===== src/hw/bus_pkg.sv =====
// bus beat struct, phase encoding and agent ids
// line and beat geometry of the shared memory bus
`default_nettype none

package bus_pkg;

   // a line moves as four 32-bit beats
   localparam int LINE_BYTES = 16;
   localparam int BEAT_BYTES = 4;
   localparam int BEATS      = LINE_BYTES / BEAT_BYTES;
   localparam int LINE_BITS  = LINE_BYTES * 8;
   localparam int BEAT_BITS  = BEAT_BYTES * 8;
   localparam int SIZE_W     = $clog2(LINE_BYTES) + 1;  // holds 16 down to 0
   localparam int BEAT_IDX_W = $clog2(BEATS);
   localparam int BEAT_SHIFT = $clog2(BEAT_BYTES);    // byte count to lane index
   localparam int ADDR_W     = 16;

   // ram depth in lines, indexed by addr[9:4]
   localparam int MEM_LINES  = 64;
   localparam int LINE_SHIFT = $clog2(LINE_BYTES);
   localparam int LINE_IDX_W = $clog2(MEM_LINES);

   localparam int N_AGENTS = 3;   // two units plus the ram
   typedef logic [1:0] agent_id_t;
   localparam agent_id_t UNIT0 = 2'd0;
   localparam agent_id_t UNIT1 = 2'd1;
   localparam agent_id_t MEM   = 2'd2;

   typedef enum logic [1:0] {
      PH_IDLE = 2'd0,   // nobody drives
      PH_ADDR = 2'd1,
      PH_DATA = 2'd2
   } bus_phase_e;

   // all zero when idle, so agents can be ORed together
   typedef struct packed {
      bus_phase_e           phase;
      logic                 rw;     // 1 = write
      logic [ADDR_W-1:0]    addr;   // line byte address, 16-aligned
      agent_id_t            src;
      agent_id_t            dest;
      logic [BEAT_BITS-1:0] data;
   } bus_beat_t;

endpackage

`default_nettype wire


===== src/hw/bus_arbiter.sv =====
// bus arbiter with a registered one-hot grant
// round-robin between the units, ram reply served first
`default_nettype none

module bus_arbiter (
   input  logic                         bus_clk,
   input  logic                         arst_n,
   input  logic [bus_pkg::N_AGENTS-1:0] br,   // indexed by agent id
   output logic [bus_pkg::N_AGENTS-1:0] bg
);
   import bus_pkg::*;

   logic [N_AGENTS-1:0] bg_q;
   logic [N_AGENTS-1:0] pick;
   agent_id_t           prio_q;   // unit that wins a tie
   agent_id_t           other;

   assign other = (prio_q == UNIT0) ? UNIT1 : UNIT0;

   // a unit holding the bus waits on a busy ram, so the ram reply goes first
   always_comb begin
      pick = '0;
      if (br[MEM]) begin
         pick[MEM] = 1'b1;
      end else if (br[prio_q]) begin
         pick[prio_q] = 1'b1;
      end else if (br[other]) begin
         pick[other] = 1'b1;
      end
   end

   always_ff @(posedge bus_clk or negedge arst_n) begin
      if (!arst_n) begin
         bg_q   <= '0;
         prio_q <= UNIT0;
      end else if (bg_q == '0) begin
         bg_q <= pick;   // new grant only from a free bus
         if (pick[UNIT0]) begin
            prio_q <= UNIT1;
         end else if (pick[UNIT1]) begin
            prio_q <= UNIT0;
         end else if (pick[MEM]) begin
            prio_q <= UNIT0;   // rotation wraps from the ram back to unit 0
         end
      end else if ((bg_q & br) == '0) begin
         bg_q <= '0;     // owner let go of br
      end
   end

   assign bg = bg_q;

endmodule

`default_nettype wire


===== config.mk =====
export PLATFORM = sky130hd
export DESIGN_NAME = bus_arbiter
export DESIGN_NICKNAME = d
export VERILOG_FILES = /design/src/hw/bus_pkg.sv /design/src/hw/bus_arbiter.sv
export SDC_FILE = /design/constraint.sdc
export NUM_CORES = 1
export LEC_CHECK = 0
export CORE_AREA = 2 2 39 41
export CTS_BUF_LIST = sky130_fd_sc_hd__clkbuf_8
export CTS_CLUSTER_SIZE = 14
export DETAILED_ROUTE_END_ITERATION = 10
export DIE_AREA = 0 0 41 43
export DONT_BUFFER_PORTS = 1
export PLACE_DENSITY = 0.3
export SETUP_SLACK_MARGIN = 0.2
export SLEW_MARGIN = 20
export SYNTH_ARGS = -nofsm -noshare
export SYNTH_HDL_FRONTEND = slang
export SYNTH_SLANG_ARGS = --single-unit

===== constraint.sdc =====
create_clock -name bus_clk -period 1.7 [get_ports bus_clk]
set_input_delay 0.17 -clock bus_clk [delete_from_list [all_inputs] [get_ports bus_clk]]
set_output_delay 0.17 -clock bus_clk [all_outputs]
set_load 0.01 [all_outputs]

## Yosys cells after proc, flatten, opt, wreduce, memory -nomap -nowiden

Index checks and enable logic that the tools add are counted.

- Bits in registers: 5
- Input port bits: 5
- Output and inout bits: 3
- Logic and storage cells: 33

- $lt $le $gt $ge: 4
- Mux-type cells: 18
- Bitwise gates (word level): 1
- Reductions and logical operators: 8

Operators by type and width:

| kind | count |
|---|---|
| $mux W3 | 4 |
| $mux W2 | 4 |
| $logic_not A3 Y1 | 2 |
| $mux W1 | 6 |
| $bmux W1 S2 | 2 |
| $demux W1 S2 | 2 |
| $and A3 B3 Y3 | 1 |
| $lt A1 B3 Y1 const B | 1 |
| $lt A2 B3 Y1 const B | 1 |
| $reduce_bool A3 Y1 | 1 |
| $ge A2 B1 Y1 const B | 1 |
| $logic_and A1 B1 Y1 | 2 |
| $logic_not A2 Y1 | 1 |
| $reduce_and A2 Y1 | 1 |
| $reduce_bool A2 Y1 | 1 |
| $ge A1 B1 Y1 const B | 1 |

## Longest topological paths before layout

Gate-level depths: netlist of run 1.

- Depth in word-level cells: 12
- Mapped depth: 3
- Depth with buffers taken out: 3

## Worst setup path after synthesis of run 1

Ideal clock, no wire load.

- Kind: flip-flop to flip-flop
- From: reg bg_q[0] (netlist: bg[0])
- To: reg prio_q[0]
- Setup time: 0.127 ns
- Data arrival time: 1.077 ns
- Required time: 1.573 ns
- Path slack: 0.496 ns
- Stages on the path, launching flop included: 4
- Buffers on the path: 0
- Period minus slack after synthesis: 1.204 ns
- Cell sequence: dfrtp_1 > or3_4 > o21ai_1 > o31ai_2

- Word-level cells in the longest chain between the ends: 2

Ends and longest elaborated chain:

| item | RTL line | text |
|---|---|---|
| start, declared | bus_arbiter.sv:13 | `logic [N_AGENTS-1:0] bg_q;` |
| start signal, assigned | bus_arbiter.sv:37 | `bg_q <= pick;` |
| $logic_not A3 Y1 | bus_arbiter.sv:36 | `end else if (bg_q == '0) begin` |
| $reduce_and A2 Y1 (no source line) | -- |  |
| end signal, assigned | bus_arbiter.sv:35 | `prio_q <= UNIT0;` |
| end signal, assigned | bus_arbiter.sv:39 | `prio_q <= UNIT1;` |
| end signal, assigned | bus_arbiter.sv:41 | `prio_q <= UNIT0;` |
| end, declared | bus_arbiter.sv:15 | `agent_id_t prio_q;` |

No other way between the ends.
A chain may end at the register's enable or synchronous reset.

## Final worst setup path of run 1

Same ends and word-level chain as after synthesis.

==> flow_metrics.env, run 1 <==
export IMPL_vdd_ir_drop_max_v=0.0004374
export IMPL_syn_area_per_cell_sq_um=11.19
export IMPL_drv_cap=0
export IMPL_postRouteWirelength_microns=505
export IMPL_finalCriticalPeriod_ns=1.250
export IMPL_grtUsageTotal_pct=7.445
export IMPL_cp_end_kind="register"
export IMPL_p_per_area_mw_per_mm2=1929
export IMPL_vias=175
export IMPL_hold_viol=0
export IMPL_max_slew_margin_rel_pct=85.54
export IMPL_finalSetupTns_ns=0
export IMPL_leakage_nw=0.1144
export IMPL_n_antenna_cell=0
export IMPL_firstDrtPassIters=2
export IMPL_cts_tree="done"
export IMPL_start_util_pct=14.56
export IMPL_fp_dieArea_sq_mm=0.001763
export IMPL_gp_congestion=0.6075
export IMPL_final_cell_area_sq_um=272.8
export IMPL_slew_violations=0
export IMPL_antenna_found_initial=0
export IMPL_netlist_area_sq_um=201.4
export IMPL_clk_pin_slew_ns=0.03
export IMPL_cts_sinks=4
export IMPL_rows=14
export IMPL_layout_common_cells="dfrtp_1 (4), nand2_1 (3), clkbuf_8 (3)"
export IMPL_ys_types=12
export IMPL_post_route_period_util_pct=73.55
export IMPL_holdCritPathClass="in2reg"
export IMPL_worstPathRequired_ns=1.80
export IMPL_die_height_microns=43
export IMPL_netlist_area_leader_share_pct=49.69
export IMPL_ant_nets=0
export IMPL_cp_startpoint="bg[0]$_DFFE_PN0P_"
export IMPL_outcome="finished, final reports clean"
export IMPL_cp_max_fo=4
export IMPL_grt_setup_unrepaired="no"
export IMPL_syn_to_final_growth_pct=35.40
export IMPL_grt_pass1_vias=179
export IMPL_r2r_start="bg[0]$_DFFE_PN0P_"
export IMPL_drc=0
export IMPL_synth_seq_area_share_pct=49.69
export IMPL_ys_seq_elements=4
export IMPL_mostFrequentLayoutCell="dfrtp_1"
export IMPL_skew_ns=0.006313
export IMPL_crit_end="prio_q[0]$_DFFE_PN0P_"
export IMPL_viasPerCell=4.605
export IMPL_io_pins=8
export IMPL_place_area_sq_um=221.5
export IMPL_synth_cells=18
export IMPL_r2r_slack_ns=0.45
export IMPL_cts_buffers=3
export IMPL_fin_nets=29
export IMPL_arrival_ns=1.35
export IMPL_layout_drive_gt1_share_pct=27.27
export IMPL_setup_viol=0
export IMPL_fp_dieW_microns=41
export IMPL_clock_path_buffers=2
export IMPL_worstSetupPathType="reg2reg"
export IMPL_grt_max_degree=6
export IMPL_cts_resized=0
export IMPL_synth_area_top_cells="dfrtp_1 (50%), a32o_1 (9.9%), o31ai_2 (6.2%)"
export IMPL_htreeDepth=1
export IMPL_max_slew_worst_pin_slew_ns=0.2168
export IMPL_holdWs_ns=0.03990
export IMPL_insertion_delay_ns=0.22
export IMPL_syn_num_nets=23
export IMPL_grt_first_pass_wirelength_microns=807
export IMPL_yosysTopAreaCell="dfrtp_1"
export IMPL_reg2reg_depth=3
export IMPL_grt_overflow_total=0
export IMPL_coreArea_sq_mm=0.001384
export IMPL_io_buffers=0
export IMPL_root_buffer="clkbuf_8"
export IMPL_wire_per_inst_microns=13.29
export IMPL_max_freq_ghz=0.7998
export IMPL_critPathLaunchType="register"
export IMPL_dr_first_iter_drc_count=1
export IMPL_r2r_end="prio_q[0]$_DFFE_PN0P_"
export IMPL_synth_warnings=0
-- final cells by class --
class / count / area [sq um]
clock buffers: 3 / 41.29
fillers: 156 / 1111
inverters: 1 / 3.754
multi-input cells: 13 / 97.59
flip-flops and latches: 4 / 100.1
well taps: 16 / 20.02
repair buffers: 1 / 10.01
-- timing repair --
action	4_1_cts	5_1_grt
setup endpoints to repair	0	0
buffers inserted	0	0
hold endpoints to repair	4	0
hold buffers	1	0
-- worst max-delay path: stages (launching register included) --
cell	delay, ns
dfrtp_1	0.43
or3_4	0.45
o21ai_1	0.17
o31ai_2	0.08
-- cells in the mapped netlist --
cell type	number
dfrtp_1	4
nand2_1	3
a32o_1	2
a22oi_1	1
inv_1	1
nand2b_1	1
nor2_1	1
nor2_4	1
o21ai_1	1
o2bb2ai_1	1
o31ai_2	1
or3_4	1
-- per-layer routing --
layer	up-vias	global-route usage, %	wire [microns]
li1	78	-	-
met1	88	8.738	207
met2	9	8.750	223
met3	0	8.377	75
met4	0	2.000	0
met5	-	0	0
-- how the worst min path moves through the flow --
stage | startpoint | to | slack, ns | depth (start not counted)
floorplan | arst_n | bg[0]$_DFFE_PN0P_ | -0.13 | 0
global placement | arst_n | bg[0]$_DFFE_PN0P_ | -0.13 | 0
detailed placement | arst_n | prio_q[0]$_DFFE_PN0P_ | -0.13 | 0
CTS | br[2] | prio_q[0]$_DFFE_PN0P_ | 0.04 | 1
global route | br[2] | prio_q[0]$_DFFE_PN0P_ | 0.04 | 1
finish | br[2] | prio_q[0]$_DFFE_PN0P_ | 0.04 | 1
-- power by group --
part           internal [mW]  switching [mW]
Clock                  0.151          0.0503
Sequential             0.132          0.0498
Combinational         0.0701          0.0726
Total                  0.353           0.173
-- logic make-up after synthesis --
group,Yosys count,synth area share (%)
compound gates,6,26.71
simple gates,7,21.74
flops,4,49.69
buf+inv,1,1.862
-- through the flow --
stage               util, %  total power [mW]  worst slack [ns]  std cells
global route          19.71            0.5584            0.4037         38
global placement      16.00            0.3198            0.4442         34
finish                19.71            0.5260            0.4497         38
CTS                   19.71            0.5319            0.4451         38
floorplan                 -            0.2913            0.4961         18
detailed placement    16.00            0.3247            0.4417         34
-- state kept, by name, indices dropped and copies added (netlist names) --
signal and count:
bg 3, prio_q 1
No activity file was read; power rests on OpenSTA's default activity.
==> inputs of run 2 (changes only) <==
==> constraint.sdc (replaced) <==
create_clock -name bus_clk -period 1.25 [get_ports bus_clk]
set_input_delay 0.125 -clock bus_clk [delete_from_list [all_inputs] [get_ports bus_clk]]
set_output_delay 0.125 -clock bus_clk [all_outputs]
set_load 0.01 [all_outputs]
==> run 2 against run 1 <==
  * Sequential power increased by 18%
  * Clock skew decreased by 0.0037 ns
  * Non-clock buffer count increased by 6
  * Worst setup slack got worse by 0.32 ns
  * Count of clock-buffer cells in the layout unchanged
  * Worst hold slack improved by 0.012 ns
  * Clock power increased by 32%
  * Largest power group is now combinational cells
  * Highest routed layer unchanged
==> flow_metrics.env, run 2 (same netlist as run 1, synthesis figures left out) <==
export IMPL_dr_first_iter_drc_count=0
export IMPL_cp_end_kind="register"
export IMPL_r2r_end="bg[1]$_DFFE_PN0P_"
export IMPL_hold_depth=2
export IMPL_cts_sinks=4
export IMPL_vias=179
export IMPL_crit_end="bg[1]$_DFFE_PN0P_"
export IMPL_pre_cts_slack_ns=0.09416
export IMPL_clk_pin_slew_ns=0.03
export IMPL_placedCellCount=37
export IMPL_critical_path_cell_chain="or3_4 > nor2_4 > a32o_1"
export IMPL_coreArea_sq_mm=0.001384
export IMPL_max_slew_margin_rel_pct=87.76
export IMPL_grt_pass1_vias=209
export IMPL_worstPathRequired_ns=1.39
export IMPL_start_util_pct=14.56
export IMPL_fin_util_pct=23.78
export IMPL_r2r_slack_ns=0.13
export IMPL_gp_congestion=0.6015
export IMPL_insertion_delay_ns=0.21
export IMPL_layout_common_cells="buf_4 (5), dfrtp_1 (4), nand2_1 (3), clkbuf_8 (3)"
export IMPL_cp_max_fo=4
export IMPL_firstDrtPassIters=1
export IMPL_leakage_nw=0.1456
export IMPL_gr_usage_met3_pct=3.665
export IMPL_skew_ns=0.002595
export IMPL_max_slew_worst_pin_slew_ns=0.1829
export IMPL_grt_setup_unrepaired="yes"
export IMPL_slowest_stage="or3_4"
export IMPL_p_per_area_mw_per_mm2=2417
export IMPL_vdd_ir_drop_max_v=0.0007665
export IMPL_htreeDepth=1
export IMPL_final_cell_area_sq_um=329.1
export IMPL_fillers=152
export IMPL_ant_nets=0
export IMPL_grt_busiest_layer="met2"
export IMPL_outcome="finished, final reports clean"
export IMPL_setup_viol=0
export IMPL_die_height_microns=43
export IMPL_drc=0
export IMPL_mostFrequentLayoutCell="buf_4"
export IMPL_p_total_uw=795.5
export IMPL_viasPerCell=4.068
export IMPL_layout_cells_non_filler=44
export IMPL_fp_dieArea_sq_mm=0.001763
export IMPL_root_buffer="clkbuf_8"
export IMPL_finalCriticalPeriod_ns=1.124
export IMPL_finalSetupTns_ns=0
export IMPL_syn_to_final_growth_pct=63.35
export IMPL_grt_max_degree=6
export IMPL_layout_area_seq_sq_um=100.1
export IMPL_holdWs_ns=0.05228
export IMPL_rows=14
export IMPL_max_stage_delay_ns=0.43
export IMPL_multi_input_area_sq_um=106.4
export IMPL_post_route_worst_setup_slack_ns=0.1257
export IMPL_place_area_sq_um=247.7
export IMPL_post_route_period_util_pct=89.95
export IMPL_holdCritPathClass="in2reg"
export IMPL_critPathLaunchType="register"
export IMPL_max_freq_ghz=0.8894
export IMPL_grt_first_pass_wirelength_microns=793
export IMPL_wire_per_inst_microns=11.66
export IMPL_cts_buffers=3
export IMPL_slew_violations=0
export IMPL_fp_dieW_microns=41
export IMPL_layout_drive_gt1_share_pct=46.43
export IMPL_io_pins=8
export IMPL_io_buffers=0
export IMPL_cts_tree="done"
export IMPL_r2r_start="bg[1]$_DFFE_PN0P_"
export IMPL_gr_usage_met1_pct=7.516
export IMPL_postRouteWirelength_microns=513
export IMPL_grtUsageTotal_pct=7.265
export IMPL_worstSetupPathType="reg2reg"
export IMPL_arrival_ns=1.27
export IMPL_cp_startpoint="bg[1]$_DFFE_PN0P_"
export IMPL_use_met2_pct=10.31
export IMPL_grt_overflow_total=0
export IMPL_reg2reg_depth=3
export IMPL_antenna_found_initial=0
export IMPL_fin_nets=35
export IMPL_n_antenna_cell=0
export IMPL_largest_reg_flops=3
export IMPL_hold_viol=0
export IMPL_drv_cap=0
export IMPL_clock_path_buffers=2
run 2: power by group:
part	internal [mW]	total [mW]	leakage, nW	switching, mW
logic	0.164	0.315	0.0716	0.151
registers	0.180	0.215	0.0524	0.0353
clock network	0.205	0.265	0.0216	0.0606
run 2: what timing repair did:
action	CTS	global route
resized for setup	0	1
pin swaps	2	1
endpoints found under the hold margin	4	1
endpoints found under the setup margin	4	5
hold buffers	1	1
buffers inserted	2	0
run 2: worst min path at each step:
stage / startpoint / endpoint / slack, ns
after floorplan: arst_n / bg[0]$_DFFE_PN0P_ / -0.17
after global placement: arst_n / bg[2]$_DFFE_PN0P_ / -0.17
after detailed placement: arst_n / bg[1]$_DFFE_PN0P_ / -0.17
after CTS: br[2] / prio_q[0]$_DFFE_PN0P_ / 0.002
after global routing: br[2] / bg[2]$_DFFE_PN0P_ / 0.07
final: br[2] / bg[2]$_DFFE_PN0P_ / 0.05
run 2: cell type report:
type / instances / area share (%)
Inverter: 1 / 1.141
Multi-Input combinational cell: 13 / 32.32
Clock buffer: 3 / 12.55
Timing Repair Buffer: 7 / 17.49
Sequential cell: 4 / 30.42
Tap cell: 16 / 6.084
run 2: critical path, delay by kind of cell, from the launching register on:
family             cells  cell delay (ns)
and+or+nand+nor        2             0.53
DFF                    1             0.37
AOI/OAI and AO/OA      1             0.16
run 2: per-layer routing:
layer  vias to the layer above  part of all wire, %
li1                         88                    -
met1                        85                   38
met2                         6                   52
met3                         0                  9.9
met4                         0                    0
met5                         -                    0
==> inputs of run 3 (changes only) <==
--- a/config.mk
+++ b/config.mk
@@ -11,6 +11,8 @@
 export DETAILED_ROUTE_END_ITERATION = 10
 export DIE_AREA = 0 0 41 43
 export DONT_BUFFER_PORTS = 1
+export GPL_ROUTABILITY_DRIVEN = 0
+export HOLD_SLACK_MARGIN = 0.12
 export PLACE_DENSITY = 0.3
 export SETUP_SLACK_MARGIN = 0.2
 export SLEW_MARGIN = 20
==> run 3 against run 2 <==
  * Worst setup slack better by 0.0012 ns
  * Clock skew about the same
  * Clock power about the same
==> flow_metrics.env, run 3 (same netlist as run 1, synthesis figures left out) <==
export IMPL_outcome="finished, final reports clean"
export IMPL_cp_end_kind="register"
export IMPL_reg2reg_depth=3
export IMPL_vdd_ir_drop_max_v=0.0007708
export IMPL_max_slew_worst_pin_slew_ns=0.1829
export IMPL_clock_path_buffers=2
export IMPL_cp_max_fo=4
export IMPL_holdCritPathClass="in2reg"
export IMPL_syn_to_final_growth_pct=73.29
export IMPL_grt_max_degree=5
export IMPL_fp_dieW_microns=41
export IMPL_htreeDepth=1
export IMPL_postRouteWirelength_microns=545
export IMPL_arrival_ns=1.27
export IMPL_crit_end="bg[0]$_DFFE_PN0P_"
export IMPL_cts_sinks=4
export IMPL_finalSetupTns_ns=0
export IMPL_finalCriticalPeriod_ns=1.123
export IMPL_setup_viol=0
export IMPL_r2r_start="bg[1]$_DFFE_PN0P_"
export IMPL_coreArea_sq_mm=0.001384
export IMPL_place_area_sq_um=247.7
export IMPL_final_cell_area_sq_um=349.1
export IMPL_cts_tree="done"
export IMPL_drv_cap=0
export IMPL_grtUsageTotal_pct=7.972
export IMPL_ant_nets=0
export IMPL_max_slew_margin_rel_pct=87.76
export IMPL_drc=0
export IMPL_fin_nets=37
export IMPL_grt_first_pass_wirelength_microns=890
export IMPL_critPathLaunchType="register"
export IMPL_io_buffers=0
export IMPL_n_antenna_cell=0
export IMPL_fp_dieArea_sq_mm=0.001763
export IMPL_hold_depth=2
export IMPL_clk_pin_slew_ns=0.03
export IMPL_leakage_nw=0.1539
export IMPL_max_freq_ghz=0.8904
export IMPL_root_buffer="clkbuf_8"
export IMPL_cp_startpoint="bg[1]$_DFFE_PN0P_"
export IMPL_io_pins=8
export IMPL_post_route_period_util_pct=89.85
export IMPL_grt_overflow_total=0
export IMPL_dr_first_iter_drc_count=1
export IMPL_wire_per_inst_microns=11.85
export IMPL_grt_setup_unrepaired="yes"
export IMPL_rows=14
export IMPL_r2r_slack_ns=0.13
export IMPL_cts_buffers=3
export IMPL_antenna_found_initial=0
export IMPL_worstSetupPathType="reg2reg"
export IMPL_r2r_end="bg[0]$_DFFE_PN0P_"
export IMPL_hold_viol=0
export IMPL_skew_ns=0.002595
export IMPL_mostFrequentLayoutCell="buf_4"
export IMPL_firstDrtPassIters=2
export IMPL_p_per_area_mw_per_mm2=2301
export IMPL_vias=188
export IMPL_viasPerCell=4.087
export IMPL_start_util_pct=14.56
export IMPL_largest_reg_flops=3
export IMPL_slew_violations=0
export IMPL_die_height_microns=43
export IMPL_min_from="br[1]"
export IMPL_grt_pass1_vias=229
export IMPL_worstPathRequired_ns=1.39
export IMPL_layout_drive_gt1_share_pct=43.33
export IMPL_insertion_delay_ns=0.21
export IMPL_layout_common_cells="buf_4 (5), dfrtp_1 (4), dlygate4sd3_1 (4)"
==> run 3: changes by cell type in the layout (fill, tap and decap cells not counted), sizes merged <==
cell,change
dlygate4sd3,+2
==> run 3: worst min path at each step <==
stage	end	slack [ns]
floorplan	bg[0]$_DFFE_PN0P_	-0.17
global placement	bg[2]$_DFFE_PN0P_	-0.17
detailed placement	bg[1]$_DFFE_PN0P_	-0.17
CTS	bg[0]$_DFFE_PN0P_	0.16
global route	bg[2]$_DFFE_PN0P_	0.19
finish	bg[0]$_DFFE_PN0P_	0.16
==> run 3: power breakdown <==
part / total (mW) / leakage, nW / switching (mW) / internal (mW)
Sequential: 0.216 / 0.0524 / 0.0359 / 0.180
Combinational: 0.322 / 0.0799 / 0.154 / 0.168
Clock: 0.265 / 0.0216 / 0.0606 / 0.205
Total: 0.803 / 0.154 / 0.251 / 0.553
==> run 3: layout make-up <==
type	instances	area, sq um
fill	148	1035
multi-input combinational	13	106.4
sequential	4	100.1
timing repair buffer	9	77.57
clock buffer	3	41.29
tap	16	20.02
inverter	1	3.754
==> run 3: timing repair <==
item,CTS,global route
cloned,0,0
buffers inserted,2,0
gates resized for setup,0,1
pin swaps,2,1
setup endpoints to repair,4,5
hold endpoints to repair,8,0
hold buffers,4,0
==> run 3: metal layers <==
layer / share of wire (%) / wire length (microns) / up-vias / GRT usage, %
met5: 0 / 0 / - / 0
met4: 0 / 0 / 0 / 6.000
met3: 9.4 / 51 / 0 / 3.665
met2: 53 / 287 / 6 / 11.88
met1: 38 / 206 / 90 / 8.170
li1: - / - / 92 / -
==> run 3: critical path: stages, from the launching register on <==
cell and delay (ns):
dfrtp_1 0.37, or3_4 0.43, nor2_4 0.10, a32o_1 0.16
==> run 3: per-stage QoR <==
step | std cells | power (mW) | hold slack [ns] | util, % | worst slack [ns]
2_1_floorplan | 18 | 0.4072 | -0.1706 | - | 0.08444
3_3_place_gp | 37 | 0.4995 | -0.1705 | 17.90 | 0.09634
3_5_place_dp | 37 | 0.5021 | -0.1704 | 17.90 | 0.09416
4_1_cts | 46 | 0.8124 | 0.1619 | 24.86 | 0.1182
5_1_grt | 46 | 0.8606 | 0.1889 | 25.23 | 0.08510
6_report | 46 | 0.8034 | 0.1628 | 25.23 | 0.1269
