==> config.mk <==
export PLATFORM = sky130hd
export DESIGN_NAME = bus_master
export DESIGN_NICKNAME = d
export VERILOG_FILES = /design/src/hw/bus_pkg.sv /design/src/hw/unit_pkg.sv /design/src/hw/bus_ctrl_fsm.sv /design/src/hw/beat_counter.sv /design/src/hw/line_buffer.sv /design/src/hw/bus_master.sv
export SDC_FILE = /design/constraint.sdc
export NUM_CORES = 1
export LEC_CHECK = 0
export ABC_AREA = 1
export BUFFER_PORTS_ARGS = -buffer_cell sky130_fd_sc_hd__buf_2
export CAP_MARGIN = 5
export CORE_MARGIN = 2
export CORE_UTILIZATION = 25
export CTS_BUF_LIST = sky130_fd_sc_hd__clkbuf_4
export DETAILED_ROUTE_END_ITERATION = 12
export SLEW_MARGIN = 0
export SYNTH_ARGS = -nofsm -noshare
export SYNTH_HDL_FRONTEND = slang
export SYNTH_HIERARCHICAL = 1
export SYNTH_SLANG_ARGS = --single-unit
export TNS_END_PERCENT = 50
==> constraint.sdc <==
create_clock -name bus_clk -period 21.8 [get_ports bus_clk]
set_input_delay 3.27 -clock bus_clk [delete_from_list [all_inputs] [get_ports bus_clk]]
set_output_delay 3.27 -clock bus_clk [all_outputs]
set_load 0.05 [all_outputs]
==> src/hw/bus_pkg.sv <==
// bus beat struct, phase encoding and agent ids
// line and beat geometry of the shared memory bus
`default_nettype none

package bus_pkg;

   // a line moves as four 32-bit beats
   localparam int LINE_BYTES = 16;
   localparam int BEAT_BYTES = 4;
   localparam int BEATS      = LINE_BYTES / BEAT_BYTES;
   localparam int LINE_BITS  = LINE_BYTES * 8;
   localparam int BEAT_BITS  = BEAT_BYTES * 8;
   localparam int SIZE_W     = $clog2(LINE_BYTES) + 1;  // holds 16 down to 0
   localparam int BEAT_IDX_W = $clog2(BEATS);
   localparam int BEAT_SHIFT = $clog2(BEAT_BYTES);    // byte count to lane index
   localparam int ADDR_W     = 16;

   // ram depth in lines, indexed by addr[9:4]
   localparam int MEM_LINES  = 64;
   localparam int LINE_SHIFT = $clog2(LINE_BYTES);
   localparam int LINE_IDX_W = $clog2(MEM_LINES);

   localparam int N_AGENTS = 3;   // two units plus the ram
   typedef logic [1:0] agent_id_t;
   localparam agent_id_t UNIT0 = 2'd0;
   localparam agent_id_t UNIT1 = 2'd1;
   localparam agent_id_t MEM   = 2'd2;

   typedef enum logic [1:0] {
      PH_IDLE = 2'd0,   // nobody drives
      PH_ADDR = 2'd1,
      PH_DATA = 2'd2
   } bus_phase_e;

   // all zero when idle, so agents can be ORed together
   typedef struct packed {
      bus_phase_e           phase;
      logic                 rw;     // 1 = write
      logic [ADDR_W-1:0]    addr;   // line byte address, 16-aligned
      agent_id_t            src;
      agent_id_t            dest;
      logic [BEAT_BITS-1:0] data;
   } bus_beat_t;

endpackage

`default_nettype wire

==> src/hw/unit_pkg.sv <==
// controller state encoding
// work-unit request and response structs
`default_nettype none

package unit_pkg;

   typedef enum logic [2:0] {
      ST_IDLE = 3'd0,   // waiting for a request
      ST_BR   = 3'd1,   // bus requested
      ST_MSTR = 3'd2,   // address phase
      ST_WR   = 3'd3,   // write beats
      ST_WAIT = 3'd4,   // read acked, reply not yet seen
      ST_RD   = 3'd5    // read beats
   } ctrl_state_e;

   // held steady by the unit until r
   typedef struct packed {
      logic         en;
      logic         wr;      // 1 = write
      logic [15:0]  addr;
      logic [127:0] wdata;
   } unit_req_t;

   typedef struct packed {
      logic         r;       // one-cycle done pulse
      logic [127:0] rdata;   // last line read
   } unit_rsp_t;

endpackage

`default_nettype wire

==> src/hw/bus_ctrl_fsm.sv <==
// bus controller state machine
// decodes the state into request, drive, capture and size strobes
`default_nettype none

module bus_ctrl_fsm (
   input  logic bus_clk,
   input  logic arst_n,
   input  logic en,          // unit has a request
   input  logic wr,          // request is a write
   input  logic bg,
   input  logic ack,
   input  logic dest_hit,    // data beat addressed to us
   input  logic done,        // current beat is the last of the line
   output logic br,
   output logic drive_addr,
   output logic drive_data,
   output logic capture,
   output logic load_size,
   output logic decr,
   output logic r
);
   import unit_pkg::*;

   ctrl_state_e state_q;
   ctrl_state_e state_d;
   logic        r_q;

   always_comb begin
      state_d = state_q;
      unique case (state_q)
         ST_IDLE: begin
            // en is still up in the r cycle for the request just finished
            if (en && !r_q) begin
               state_d = ST_BR;
            end
         end
         ST_BR: begin
            if (bg) begin
               state_d = ST_MSTR;   // address goes out the same cycle
            end
         end
         ST_MSTR: begin
            if (ack) begin
               state_d = wr ? ST_WR : ST_WAIT;
            end
         end
         ST_WR: begin
            if (done) begin
               state_d = ST_IDLE;
            end
         end
         ST_WAIT: begin
            if (dest_hit) begin
               state_d = ST_RD;     // first reply beat
            end
         end
         ST_RD: begin
            if (dest_hit && done) begin
               state_d = ST_IDLE;
            end
         end
         default: state_d = ST_IDLE;
      endcase
   end

   always_ff @(posedge bus_clk or negedge arst_n) begin
      if (!arst_n) begin
         state_q <= ST_IDLE;
         r_q     <= 1'b0;
      end else begin
         state_q <= state_d;
         r_q     <= decr && done;   // cycle after the last beat
      end
   end

   // br held from request until the last write beat or the read ack
   assign br         = (state_q == ST_BR) || (state_q == ST_MSTR) || (state_q == ST_WR);
   assign drive_addr = (state_q == ST_MSTR);
   assign drive_data = (state_q == ST_WR);
   assign capture    = dest_hit && ((state_q == ST_WAIT) || (state_q == ST_RD));
   assign load_size  = (state_q == ST_MSTR);   // full line before any beat
   assign decr       = drive_data || capture;
   assign r          = r_q;

endmodule

`default_nettype wire

==> src/hw/beat_counter.sv <==
// transfer size register counting 16 bytes down by 4 per beat
// lane index and last-beat detect
`default_nettype none

module beat_counter (
   input  logic                           bus_clk,
   input  logic                           arst_n,
   input  logic                           load,   // reload a full line
   input  logic                           decr,   // one beat moved
   output logic [bus_pkg::BEAT_IDX_W-1:0] beat,
   output logic                           done
);
   import bus_pkg::*;

   logic [SIZE_W-1:0] size_q;   // bytes left in the line
   logic [SIZE_W-1:0] moved;    // bytes already moved

   always_ff @(posedge bus_clk or negedge arst_n) begin
      if (!arst_n) begin
         size_q <= SIZE_W'(LINE_BYTES);
      end else if (decr) begin
         size_q <= size_q - SIZE_W'(BEAT_BYTES);
      end else if (load) begin
         size_q <= SIZE_W'(LINE_BYTES);
      end
   end

   // lane goes up as the size goes down
   assign moved = SIZE_W'(LINE_BYTES) - size_q;
   assign beat  = moved[BEAT_SHIFT +: BEAT_IDX_W];

   // one beat left, so this one empties the line
   assign done  = (size_q == SIZE_W'(BEAT_BYTES));

endmodule

`default_nettype wire

==> src/hw/line_buffer.sv <==
// read line assembly and write beat lane select
// full line register updated on the last read beat
`default_nettype none

module line_buffer (
   input  logic                           bus_clk,
   input  logic                           arst_n,
   input  logic                           capture,     // bus beat is ours
   input  logic [bus_pkg::BEAT_IDX_W-1:0] beat,        // lane of this beat
   input  logic [bus_pkg::BEAT_BITS-1:0]  bus_data,
   input  logic [bus_pkg::LINE_BITS-1:0]  wdata,
   input  logic                           done,        // last beat of the line
   output logic [bus_pkg::BEAT_BITS-1:0]  beat_data,   // outgoing write beat
   output logic [bus_pkg::LINE_BITS-1:0]  rdata
);
   import bus_pkg::*;

   logic [BEATS-1:0][BEAT_BITS-1:0] asm_q;      // lanes collected so far
   logic [BEATS-1:0][BEAT_BITS-1:0] asm_next;
   logic [BEATS-1:0][BEAT_BITS-1:0] wlanes;
   logic [LINE_BITS-1:0]            line_q;     // last complete line

   always_comb begin
      asm_next       = asm_q;
      asm_next[beat] = bus_data;   // beat k lands in lane k
   end

   always_ff @(posedge bus_clk) begin
      if (capture) begin
         asm_q <= asm_next;
      end
   end

   // unit sees a whole line only, held until the next read completes
   always_ff @(posedge bus_clk or negedge arst_n) begin
      if (!arst_n) begin
         line_q <= '0;
      end else if (capture && done) begin
         line_q <= asm_next;
      end
   end

   assign rdata = line_q;

   // write side picks wdata[32k +: 32] for beat k
   assign wlanes    = wdata;
   assign beat_data = wlanes[beat];

endmodule

`default_nettype wire

==> src/hw/bus_master.sv <==
// bus controller of one work unit
// control fsm, size counter and line buffer around the bus struct
`default_nettype none

module bus_master #(
   parameter bus_pkg::agent_id_t MY_ID = bus_pkg::UNIT0
) (
   input  logic                bus_clk,
   input  logic                arst_n,
   input  unit_pkg::unit_req_t req,
   input  logic                bg,
   input  logic                ack,
   input  bus_pkg::bus_beat_t  bus_in,
   output unit_pkg::unit_rsp_t rsp,
   output logic                br,
   output bus_pkg::bus_beat_t  bus_out
);
   import bus_pkg::*;

   logic                  dest_hit;
   logic                  done;
   logic                  drive_addr;
   logic                  drive_data;
   logic                  capture;
   logic                  load_size;
   logic                  decr;
   logic                  r;
   logic [BEAT_IDX_W-1:0] beat;
   logic [BEAT_BITS-1:0]  beat_data;
   logic [LINE_BITS-1:0]  rdata;

   // reply beats come back tagged with our id
   assign dest_hit = (bus_in.phase == PH_DATA) && (bus_in.dest == MY_ID);

   bus_ctrl_fsm fsm_u (
      .bus_clk   (bus_clk),
      .arst_n    (arst_n),
      .en        (req.en),
      .wr        (req.wr),
      .bg        (bg),
      .ack       (ack),
      .dest_hit  (dest_hit),
      .done      (done),
      .br        (br),
      .drive_addr(drive_addr),
      .drive_data(drive_data),
      .capture   (capture),
      .load_size (load_size),
      .decr      (decr),
      .r         (r)
   );

   beat_counter cnt_u (
      .bus_clk(bus_clk),
      .arst_n (arst_n),
      .load   (load_size),
      .decr   (decr),
      .beat   (beat),
      .done   (done)
   );

   line_buffer buf_u (
      .bus_clk  (bus_clk),
      .arst_n   (arst_n),
      .capture  (capture),
      .beat     (beat),
      .bus_data (bus_in.data),
      .wdata    (req.wdata),
      .done     (done),
      .beat_data(beat_data),
      .rdata    (rdata)
   );

   always_comb begin
      bus_out = '0;   // zero unless we own the bus
      if (drive_addr || drive_data) begin
         bus_out.phase = drive_addr ? PH_ADDR : PH_DATA;
         bus_out.rw    = req.wr;
         bus_out.addr  = req.addr;
         bus_out.src   = MY_ID;
         bus_out.dest  = MEM;   // units only ever talk to the ram
         bus_out.data  = drive_data ? beat_data : '0;
      end
   end

   assign rsp.r     = r;
   assign rsp.rdata = rdata;

endmodule

`default_nettype wire

# Word level (Yosys, flattened, before mapping)
# Index checks and enable logic that the tools add are counted.
[op_classes]
n_addsub = 2
eq_ne = 13
n_mul = 0
n_lt_le_gt_ge = 2
div = 0
reduce_logical = 17
bitwise = 0
mux = 18
shift = 0
[ops]
columns = ["operator", "count"]
rows = [
  ["$bwmux 128", 1],
  ["$mux 32", 3],
  ["$bmux 32 s2", 1],
  ["$demux 32 s2", 1],
  ["$mux 55", 1],
  ["$mux 3", 7],
  ["$pmux 3 s6", 1],
  ["$mux 5", 2],
  ["$ne 2x1->1 const B", 4],
  ["$logic_and 1x1->1", 7],
  ["$eq 3x2->1 const B", 2],
  ["$eq 3x3->1 const B", 2],
  ["$reduce_and 6->1", 1],
  ["$eq 5x3->1 const B", 1],
  ["$logic_or 1x1->1", 5],
  ["$sub 5x3->5 const B", 1],
  ["$ne 2x2->1 const B", 2],
  ["$sub 1x4->4 const A", 1],
  ["$eq 3x1->1 const B", 1],
  ["$logic_not 3->1", 1],
  ["$lt 2x3->1 const B", 1],
  ["$eq 2x2->1 const B", 1],
  ["$ge 2x1->1 const B", 1],
  ["$logic_not 2->1", 1],
  ["3 further kinds", 3],
]
[totals]
register_bits = 265
latch_bits = 0
mem_bits_rw = 0
n_memories = 0
input_bits = 205
out_inout_bits = 185
elab_cells = 60
romBits = 0

# Longest topological paths before layout
# Gate-level depths: netlist (run 1).
[logic_depth]
ltp_word = 6
mapped_depth = 11
depth_no_buf = 11

# By module
# Netlist (run 1), hierarchy kept.
[by_module_without_submodules]
columns = ["mod", "cells_each", "seq_area_each_um2", "area_each_um2", "instances"]
rows = [
  ["line_buffer", 1438, 7046.8, 12326.8, 1],
  ["bus_master", 119, 0.0, 540.5, 1],
  ["bus_ctrl_fsm", 54, 100.1, 336.6, 1],
  ["beat_counter", 24, 76.3, 181.4, 1],
]

# Worst setup path before layout (run 1)
# Ideal clock, no wire load.
[synth_timing]
path_type = "input -> register"
from = "input bus_in[53] in the netlist's numbering"
to = "register buf_u.line_q[100] (netlist: buf_u/rdata[100])"
slack_ns = 11.591
cell_stages = 11
t_required_ns = 21.734
setup_ns = 0.066
n_path_buf = 2
arrival_ns = 10.143
path_cell_list = "inv_1 nand2_1 nor2_1 inv_1 nor2_1 nand2_1 inv_1 buf_2 buf_1 nand3_1 nand2_1"
[synth_via]
elab_chain_len = 4
[synth_rtl]
columns = ["item", "line", "text"]
rows = [
  ["start: declaration", "bus_master.sv:13", "input bus_pkg::bus_beat_t bus_in,"],
  ["$eq 2x2->1", "bus_master.sv:33", "assign dest_hit = (bus_in.phase == PH_DATA) && (bus_in.dest == MY_ID);"],
  ["$logic_and 1x1->1", "bus_master.sv:33", ""],
  ["via dest_hit", "bus_master.sv:20", "logic dest_hit;"],
  ["$logic_and 1x1->1", "bus_ctrl_fsm.sv:80", "assign capture = dest_hit && ((state_q == ST_WAIT) || (state_q == ST_RD));"],
  ["via capture", "bus_master.sv:24", "logic capture;"],
  ["$logic_and 1x1->1", "line_buffer.sv:38", "end else if (capture && done) begin"],
  ["end signal: assignment", "line_buffer.sv:39", "line_q <= asm_next;"],
  ["end: declaration", "line_buffer.sv:21", "logic [LINE_BITS-1:0] line_q;"],
]
# The timed path passes the listed nets, and every way through them passes these cells.
# A chain may end at the register's enable or synchronous reset.

==> flow_summary.ini, run 1 <==
[outcome]
status = finished clean

[timing]
worstMarginPinSlew_ns = 1.03
relSlewSlack_pct = 31.2
clock.fmax_mhz = 116
final_max_slew_viol_count = 0
layout_min_cycle_time_ns = 8.62
setup_viol = 0
hold_viol_final = 0
period_share_pct = 39.5
skew_ns = 0.0518
setup_tns_ns = 0
rsz0062_at_grt = false

[route]
routed-via-count = 12300
first_pass_iters = 7
wl_per_cell_um = 16.2
drcViolationCount = 0
drt-vias-per-instance = 4.48
drt_iter0_drc = 605
routed_wirelength_mm = 44.5
final_antenna_net_count = 0

[clocking]
h-tree-depth = 3
cts_resized = 0
cts.sinks = 263
cts_made_buffers = 76
clk_latency_ns = 0.78
holdBufCountCts = 0
postCtsSetupBuffers = 0
cts_buffer_depth = 3
cts.clk_slew.worst_paths_ns = 0.07
clockRootBuffer = clkbuf_4
cts_tree = built

[worst_setup_path]
critPathKind = flip-flop to primary output
end_kind = primary output
ff2ff_path_depth = 8
rrSetupSlack_ns = 17.58
r2r_start = cnt_u/size_q[2]
crit_required_ns = 18.53
worstSetupStartpoint = cnt_u/size_q[2]
r2r-end = buf_u/rdata[121]
cp_data_arrival_time_ns = 5.35
startpoint_type = flip-flop
crit_fanout = 69

[logic_synthesis]
synth_top_cell_by_area = edfxtp_1
synth_area_per_cell_um2 = 8.19
ys_ff_latch = 263
yosysTopAreaCellShare_pct = 28.7
yosys_warnings = 6
ys_types = 27
syn-cell-area_mm2 = 0.0134
seq_area_frac_synth_pct = 54.0
synth_area_leaders = edfxtp_1 (29%), dfrtp_1 (25%), nand2_1 (16%)
syn_inst = 1635

[floorplan]
core_area_mm2 = 0.0528
fp.dieArea_mm2 = 0.0554
rows = 84
start_util_pct = 25.4
die_h_um = 235
die_w_um = 235
io_pins = 390

[hold_path]
hold_class = flip-flop to flip-flop
hold_depth = 2
min_from = buf_u/rdata[108]
whs_endpoint = buf_u/rdata[108]

[job]
maxCapViolations = 0

[final_layout]
multiInputGateArea_mm2 = 0.00484
design_area_mm2 = 0.0168
syn2layout_area_growth_pct = 25.5
layout.nets = 2203
fill_cells = 5647
seq_area_mm2 = 0.00723
drive_gt1_share_pct = 26.3

[global_routing]
antenna_found_initial = 5
top_usage_layer = met2
grt_util_all_layers_pct = 15.8
grt_pass1_vias = 12400
grt_overflow = 0
grt_use_met1_pct = 19.6
grt_pass1_wl_mm = 68.3
met2_usage_pct = 26.7
grt_util_met3_pct = 3.35
grt_max_degree = 78

[placed_design]
portBuffers = 367
gp_congestion = 0.879
hpwl_mm = 28.9
dpl-instance-area_mm2 = 0.0157

[pwr]
ir_drop_mv = 0.0695
leakagePower_nw = 9.19
p_per_area_mw_per_mm2 = 114
power_w = 0.00191
-- per-layer routing --
metal | vias to the layer above | wire (um) | part of all wire [%]
met5 | - | 0 | 0
met4 | 0 | 1110 | 2.5
met3 | 67 | 2740 | 6.1
met2 | 469 | 21400 | 48
met1 | 5876 | 19300 | 43
li1 | 5929 | - | -
-- where the power goes --
part,internal (W),switching [W]
sequential,0.000576,0.0000226
combinational,0.000208,0.000601
clock,0.000279,0.000225
-- synth_stat cells (all sizes together) --
library cell and n:
a21oi 1, and2 96, buf 80, clkbuf 16
conb 1, dfrtp 134, dfstp 1, edfxtp 128
ha 2, inv 236, nand2 578, nand3 265
nand4 35, nor2 28, o21a 32, o22ai 1
or2 1
-- critical path: stages, from the launching register on --
cell and delay, ns:
dfrtp_4 0.68, inv_1 0.16, ha_4 0.96, nand2_4 0.68, inv_2 0.69, buf_4 0.58
nand2_1 0.11, nand4_1 0.09, nand2_1 0.15, inv_1 0.13, buf_2 0.27
-- layout by cell type, fill, tap and decap left out --
cell        netlist  final
buf_6             1      1
clkinv_2          0      6
inv_4             0      1
nand2_4           1      3
buf_4            10     10
nor2_8            1      1
o22ai_1           1      1
nand3_1         265    265
nand2_2           3      6
clkbuf_4          0    123
nor2_1           15     14
dfrtp_1         134    133
a21oi_1           1      1
and2_1           96     96
diode_2           0      6
conb_1            1      3
inv_1           231    228
clkinv_1          0     10
o21a_1           32     32
nand2_1         574    569
ha_1              2      1
ha_4              0      1
or2_0             1      1
dfstp_2           1      1
bufinv_16         0      2
nand4_1          35     35
buf_2            57    366
clkinvlp_4        0      1
nor2_4            3      5
edfxtp_1        128    128
dfrtp_4           0      1
nor2_2            9      8
inv_2             5      5
-- metrics by stage --
stage	util, %	worst slack [ns]	cells	hold WS, ns
after floorplan	-	11.59	1637	0.449
after global placement	29.8	14.03	2606	0.456
after detailed placement	29.8	13.97	2606	0.461
after CTS	31.8	13.03	2746	0.479
after global routing	31.8	12.82	2749	0.493
final	31.8	13.18	2752	0.474
-- worst max-delay path by stage --
stage	slack [ns]	cells after the start	endpoint
after floorplan	11.59	11	buf_u/rdata[100]
after global placement	14.03	10	bus_out[9]
after detailed placement	13.97	10	bus_out[9]
after global routing	12.82	10	bus_out[6]
final	13.18	10	bus_out[9]
after CTS	13.03	10	bus_out[9]
-- flip-flops by register name, summed over array words and instances, names as in the netlist --
register and cells:
buf_u/asm_q 128, buf_u/rdata 128, cnt_u/size_q 3, fsm_u/r 1, fsm_u/state_q 3
-- cell families (layout without fill, tap and decap cells) --
group                      after synthesis  after routing  share of synthesized area [%]
buffers and inverters                  332            753                           10.3
DFF                                    263            263                           54.0
AOI/OAI and AO/OA                       34             34                           1.88
adders and majority gates                2              2                          0.187
other                                    1              9                         0.0280
and+or+nand+nor                       1003           1003                           33.6
-- final cells by class --
type,count,area share (%)
timing repair buffer,377,11.4
inverter,236,5.30
antenna,6,0.0894
sequential,263,43.0
multi-input combinational,1042,28.8
clock buffer,123,5.50
tap,688,5.12
clock inverter,17,0.745
(Power assumes the default switching activity.)
==> run 2: changes to the inputs <==
- clock period: 21.8 -> 7.5 ns (I/O delays scaled with it)
==> flow_summary.ini, run 2 (same netlist as run 1, synthesis figures left out) <==
[outcome]
status = finished clean

[pwr]
power.switching_w = 0.00248
leakagePower_nw = 9.18
p_per_area_mw_per_mm2 = 329
ir_drop_mv = 0.222
combPwrFrac_pct = 42.8
pwr-share-seq_pct = 31.8
p_clk_share_pct = 25.4
power.internal_w = 0.00303
switching_share_pct = 45.1

[worst_setup_path]
crit_family = buffers and inverters
cp_data_arrival_time_ns = 4.46
crit_buf_inv = 4
crit_fanout = 65
end_kind = primary output
slowest_stage = dfrtp_4
critPathKind = flip-flop to primary output
startpoint_type = flip-flop
path_cells = inv_1 > ha_4 > nand2_4 > inv_2 > nand2_1 > nand4_1 > nand2_1 > inv_1 > buf_2
crit_required_ns = 6.38
max_stage_delay_ns = 0.82

[hold_path]
hold_class = primary input to async pin

[global_routing]
grt_overflow = 0
grt_pass1_wl_mm = 68.5
antenna_found_initial = 4
grt_util_all_layers_pct = 15.9
grt_pass1_vias = 12400
grt_max_degree = 80

[timing]
hold_viol_final = 0
layout_min_cycle_time_ns = 5.59
setup_viol = 0
final_max_slew_viol_count = 0
setup_tns_ns = 0
relSlewSlack_pct = 30.9
skew_ns = 0.0449
rsz0062_at_grt = false
period_share_pct = 74.5
worstMarginPinSlew_ns = 1.03
clock.fmax_mhz = 179

[route]
wl_per_cell_um = 16.1
final_antenna_net_count = 0
drcViolationCount = 0
routed-via-count = 12300
routed_wirelength_mm = 44.4
drt_iter0_drc = 713
drt-vias-per-instance = 4.48
first_pass_iters = 5

[floorplan]
die_h_um = 235
start_util_pct = 25.4
fp.dieArea_mm2 = 0.0554
io_pins = 390
core_area_mm2 = 0.0528
rows = 84
die_w_um = 235

[clocking]
clk_latency_ns = 0.80
cts_buffer_depth = 3
holdBufCountCts = 0
clockRootBuffer = clkbuf_4
postCtsSetupBuffers = 0
cts_tree = built
cts.sinks = 263
cts.clk_slew.worst_paths_ns = 0.06
h-tree-depth = 3
cts_resized = 0
cts_made_buffers = 76

[job]
maxCapViolations = 0

[placed_design]
hpwl_mm = 28.2
portBuffers = 367
gp_congestion = 0.812

[final_layout]
mostFrequentLayoutCell = nand2_1
syn2layout_area_growth_pct = 25.3
drive_gt1_share_pct = 26.3
layout_common_cells = nand2_1 (569), buf_2 (366), nand3_1 (265)
final_util_pct = 31.8
layout.nets = 2206
run 2: final timing paths:
kind	end	slack [ns]	cells after the start	startpoint
worst max-delay path	bus_out[7]	1.91	9	cnt_u/size_q[2]
worst min-delay path	buf_u/rdata[84]	0.40	1	arst_n
worst max register to register	buf_u/asm_q[52]	3.54	7	cnt_u/size_q[2]
worst min register to register	buf_u/rdata[1]	0.47	2	buf_u/rdata[1]
max in group asynchronous	cnt_u/size_q[2]	5.65	2	arst_n
min in group bus_clk	buf_u/rdata[1]	0.47	2	buf_u/rdata[1]
run 2: area by class of cell:
| type | instances | area [um^2] |
|---|---|---|
| clock buffer | 124 | 931 |
| inverter | 236 | 890 |
| multi-input combinational | 1042 | 4830 |
| tap | 688 | 861 |
| timing repair buffer | 380 | 1950 |
| sequential | 263 | 7230 |
| clock inverter | 16 | 68.8 |
| antenna | 3 | 7.51 |
| fill | 5628 | 36000 |
run 2: through the flow:
stage | instances | hold WS, ns | instance area (um^2) | total power [W] | setup slack (ns)
2_1_floorplan | 1637 | 0.449 | 13400 | 0.00349 | 1.64
6_report | 2752 | 0.398 | 16800 | 0.00551 | 1.91
3_3_place_gp | 2609 | 0.458 | 15800 | 0.00410 | 2.68
5_1_grt | 2752 | 0.405 | 16800 | 0.00589 | 1.57
4_1_cts | 2749 | 0.374 | 16800 | 0.00559 | 1.75
3_5_place_dp | 2609 | 0.460 | 15800 | 0.00415 | 2.68
run 2: power by group through the flow:
stage	clock network, W	logic, W	registers [W]
final	0.00140	0.00236	0.00175
after detailed placement	0	0.00237	0.00178
after global placement	0	0.00232	0.00178
after global routing	0.00153	0.00260	0.00176
after floorplan	0	0.00162	0.00187
after CTS	0.00146	0.00238	0.00175
run 2: per-layer routing:
layer	part of all wire [%]	track usage, %	vias up
met4	2.5	6.12	4
met5	0.068	0	-
met2	48	26.6	521
met1	43	19.6	5788
li1	-	-	5926
met3	6.7	4.03	85
==> run 3: changes to the inputs <==
- ABC_AREA: 1 -> 0
- clock period: 7.5 -> 5.8 ns (I/O delays scaled with it)
==> flow_summary.ini, run 3 <==
[clocking]
clk_latency_ns = 0.76
cts.sinks = 263
h-tree-depth = 3
cts_made_buffers = 72
holdBufCountCts = 0
cts.clk_slew.worst_paths_ns = 0.06
cts_buffer_depth = 3
postCtsSetupBuffers = 0
cts_resized = 0
clockRootBuffer = clkbuf_4
cts_tree = built

[worst_setup_path]
rrSetupSlack_ns = 2.44
crit_fanout = 37
ff2ff_path_depth = 6
r2r_start = cnt_u/size_q[2]
cp_data_arrival_time_ns = 3.06
critPathKind = flip-flop to primary output
max_stage_delay_ns = 0.95
crit_required_ns = 4.93
end_kind = primary output
path_cells = inv_1 > ha_2 > mux4_2 > and2_1 > buf_2
startpoint_type = flip-flop
r2r-end = buf_u/rdata[10]
slowest_stage = ha_2

[logic_synthesis]
synth_edf_count = 128
synth_area_leaders = edfxtp_1 (32%), dfrtp_1 (28%), mux2_2 (18%)
syn-cell-area_mm2 = 0.0121
yosysTopAreaCellShare_pct = 31.7
synthTopCellsByCount = mux2_2 (192), dfrtp_1 (134), edfxtp_1 (128)
ys_ff_latch = 263
synth_top_cell_by_area = edfxtp_1
ys_types = 41
ys_async_sr_fraction_pct = 51.3
seq_area_frac_synth_pct = 59.6
synth_area_per_cell_um2 = 17.3
yosys_warnings = 6
synth.most_common_cell = mux2_2
synthFlopType = dfrtp_1
syn_inst = 701

[route]
final_antenna_net_count = 0
routed-via-count = 7852
wl_per_cell_um = 19.8
drt_iter0_drc = 305
drcViolationCount = 0
routed_wirelength_mm = 35.6
first_pass_iters = 5
drt-vias-per-instance = 4.37

[floorplan]
die_h_um = 224
io_pins = 390
fp.dieArea_mm2 = 0.0503
rows = 80
core_area_mm2 = 0.0478
start_util_pct = 25.3
die_w_um = 224

[timing]
hold_viol_final = 0
layout_min_cycle_time_ns = 3.93
clock.fmax_mhz = 254
final_max_slew_viol_count = 0
relSlewSlack_pct = 33.6
period_share_pct = 67.8
worstMarginPinSlew_ns = 0.995
setup_tns_ns = 0
setup_slack_ns = 1.87
skew_ns = 0.0395
setup_viol = 0
rsz0062_at_grt = false

[global_routing]
grt_pass1_wl_mm = 51.2
antenna_found_initial = 27
grt_max_degree = 82
grt_overflow = 0
grt_pass1_vias = 8210
grt_util_all_layers_pct = 13.9

[job]
maxCapViolations = 0

[placed_design]
gp_congestion = 0.764
hpwl_mm = 25.0
dpl-instance-area_mm2 = 0.0145
post-place-ws_ns = 1.70
portBuffers = 367

[final_layout]
layout_common_cells = buf_2 (366), mux2_2 (192), dfrtp_1 (133)
mostFrequentLayoutCell = buf_2
layout.nets = 1308
final_util_pct = 32.4
fill_cells = 4843
design_area_mm2 = 0.0155
drive_gt1_share_pct = 68.5
syn2layout_area_growth_pct = 27.8

[hold_path]
hold_class = primary input to async pin

[outcome]
status = finished clean

[pwr]
leakagePower_nw = 7.35
p_per_area_mw_per_mm2 = 439
ir_drop_mv = 0.321
power_w = 0.00680
run 3: worst max path at each step:
stage,start,end,slack [ns],cells past startpoint
after floorplan,bus_in[53],buf_u/rdata[88],1.34,6
after global placement,bus_in[53],buf_u/asm_q[103],1.70,5
after detailed placement,bus_in[53],buf_u/asm_q[103],1.70,5
after CTS,cnt_u/size_q[3],bus_out[27],1.75,5
after global routing,cnt_u/size_q[3],bus_out[27],1.68,5
final,cnt_u/size_q[3],bus_out[27],1.87,5
run 3: cells by family (layout without fill, tap and decap cells):
logic type / Yosys count / count (layout) / synth area share (%)
XOR/XNOR: 1 / 1 / 0.0723
adder cells (fa/ha/maj): 2 / 2 / 0.206
buffers and inverters: 57 / 513 / 3.37
AND/OR/NAND/NOR: 58 / 58 / 2.99
AO/OA/AOI/OAI: 30 / 30 / 1.90
flip-flops: 263 / 263 / 59.6
other: 1 / 25 / 0.0309
multiplexers: 289 / 289 / 31.8
run 3: per-stage QoR:
step	hold WS (ns)	instances
after CTS	0.117	1774
after global routing	0.162	1785
after floorplan	0.463	703
after detailed placement	0.490	1642
final	0.160	1796
after global placement	0.485	1642
run 3: area by class of cell:
cell class	instances	area, um^2	share of cell area [%]
clock buffers	101	758	4.90
flip-flops and latches	263	7220	46.7
multi-input cells	383	4520	29.2
clock inverters	31	215	1.39
inverters	4	15.0	0.0970
well taps	615	769	4.97
repair buffers	377	1930	12.5
diodes	22	55.1	0.356
run 3: metal layers:
metal / GRT usage, % / share of wire [%] / wire length, um / vias to the layer above
met4: 10.7 / 6.6 / 2340 / 2
li1: - / - / - / 3508
met2: 24.5 / 50 / 18000 / 347
met5: 0 / 0.037 / 13 / -
met3: 4.39 / 7.3 / 2590 / 70
met1: 13.7 / 36 / 12700 / 3925
run 3: worst max-delay path, delay by kind of cell, from the launching register on:
kind                       cells  cell delay [ns]
and+or+nand+nor                1             0.24
muxes                          1             0.35
buffers and inverters          2             0.38
DFF                            1             0.35
adders and majority gates      1             0.95
run 3: report_power, final:
part	leakage, nW	total [W]	internal, W	switching (W)
sequential	3.02	0.00219	0.00213	0.0000616
clock	0.572	0.00175	0.000950	0.000805
combinational	3.75	0.00286	0.00115	0.00170
total	7.35	0.00680	0.00423	0.00257
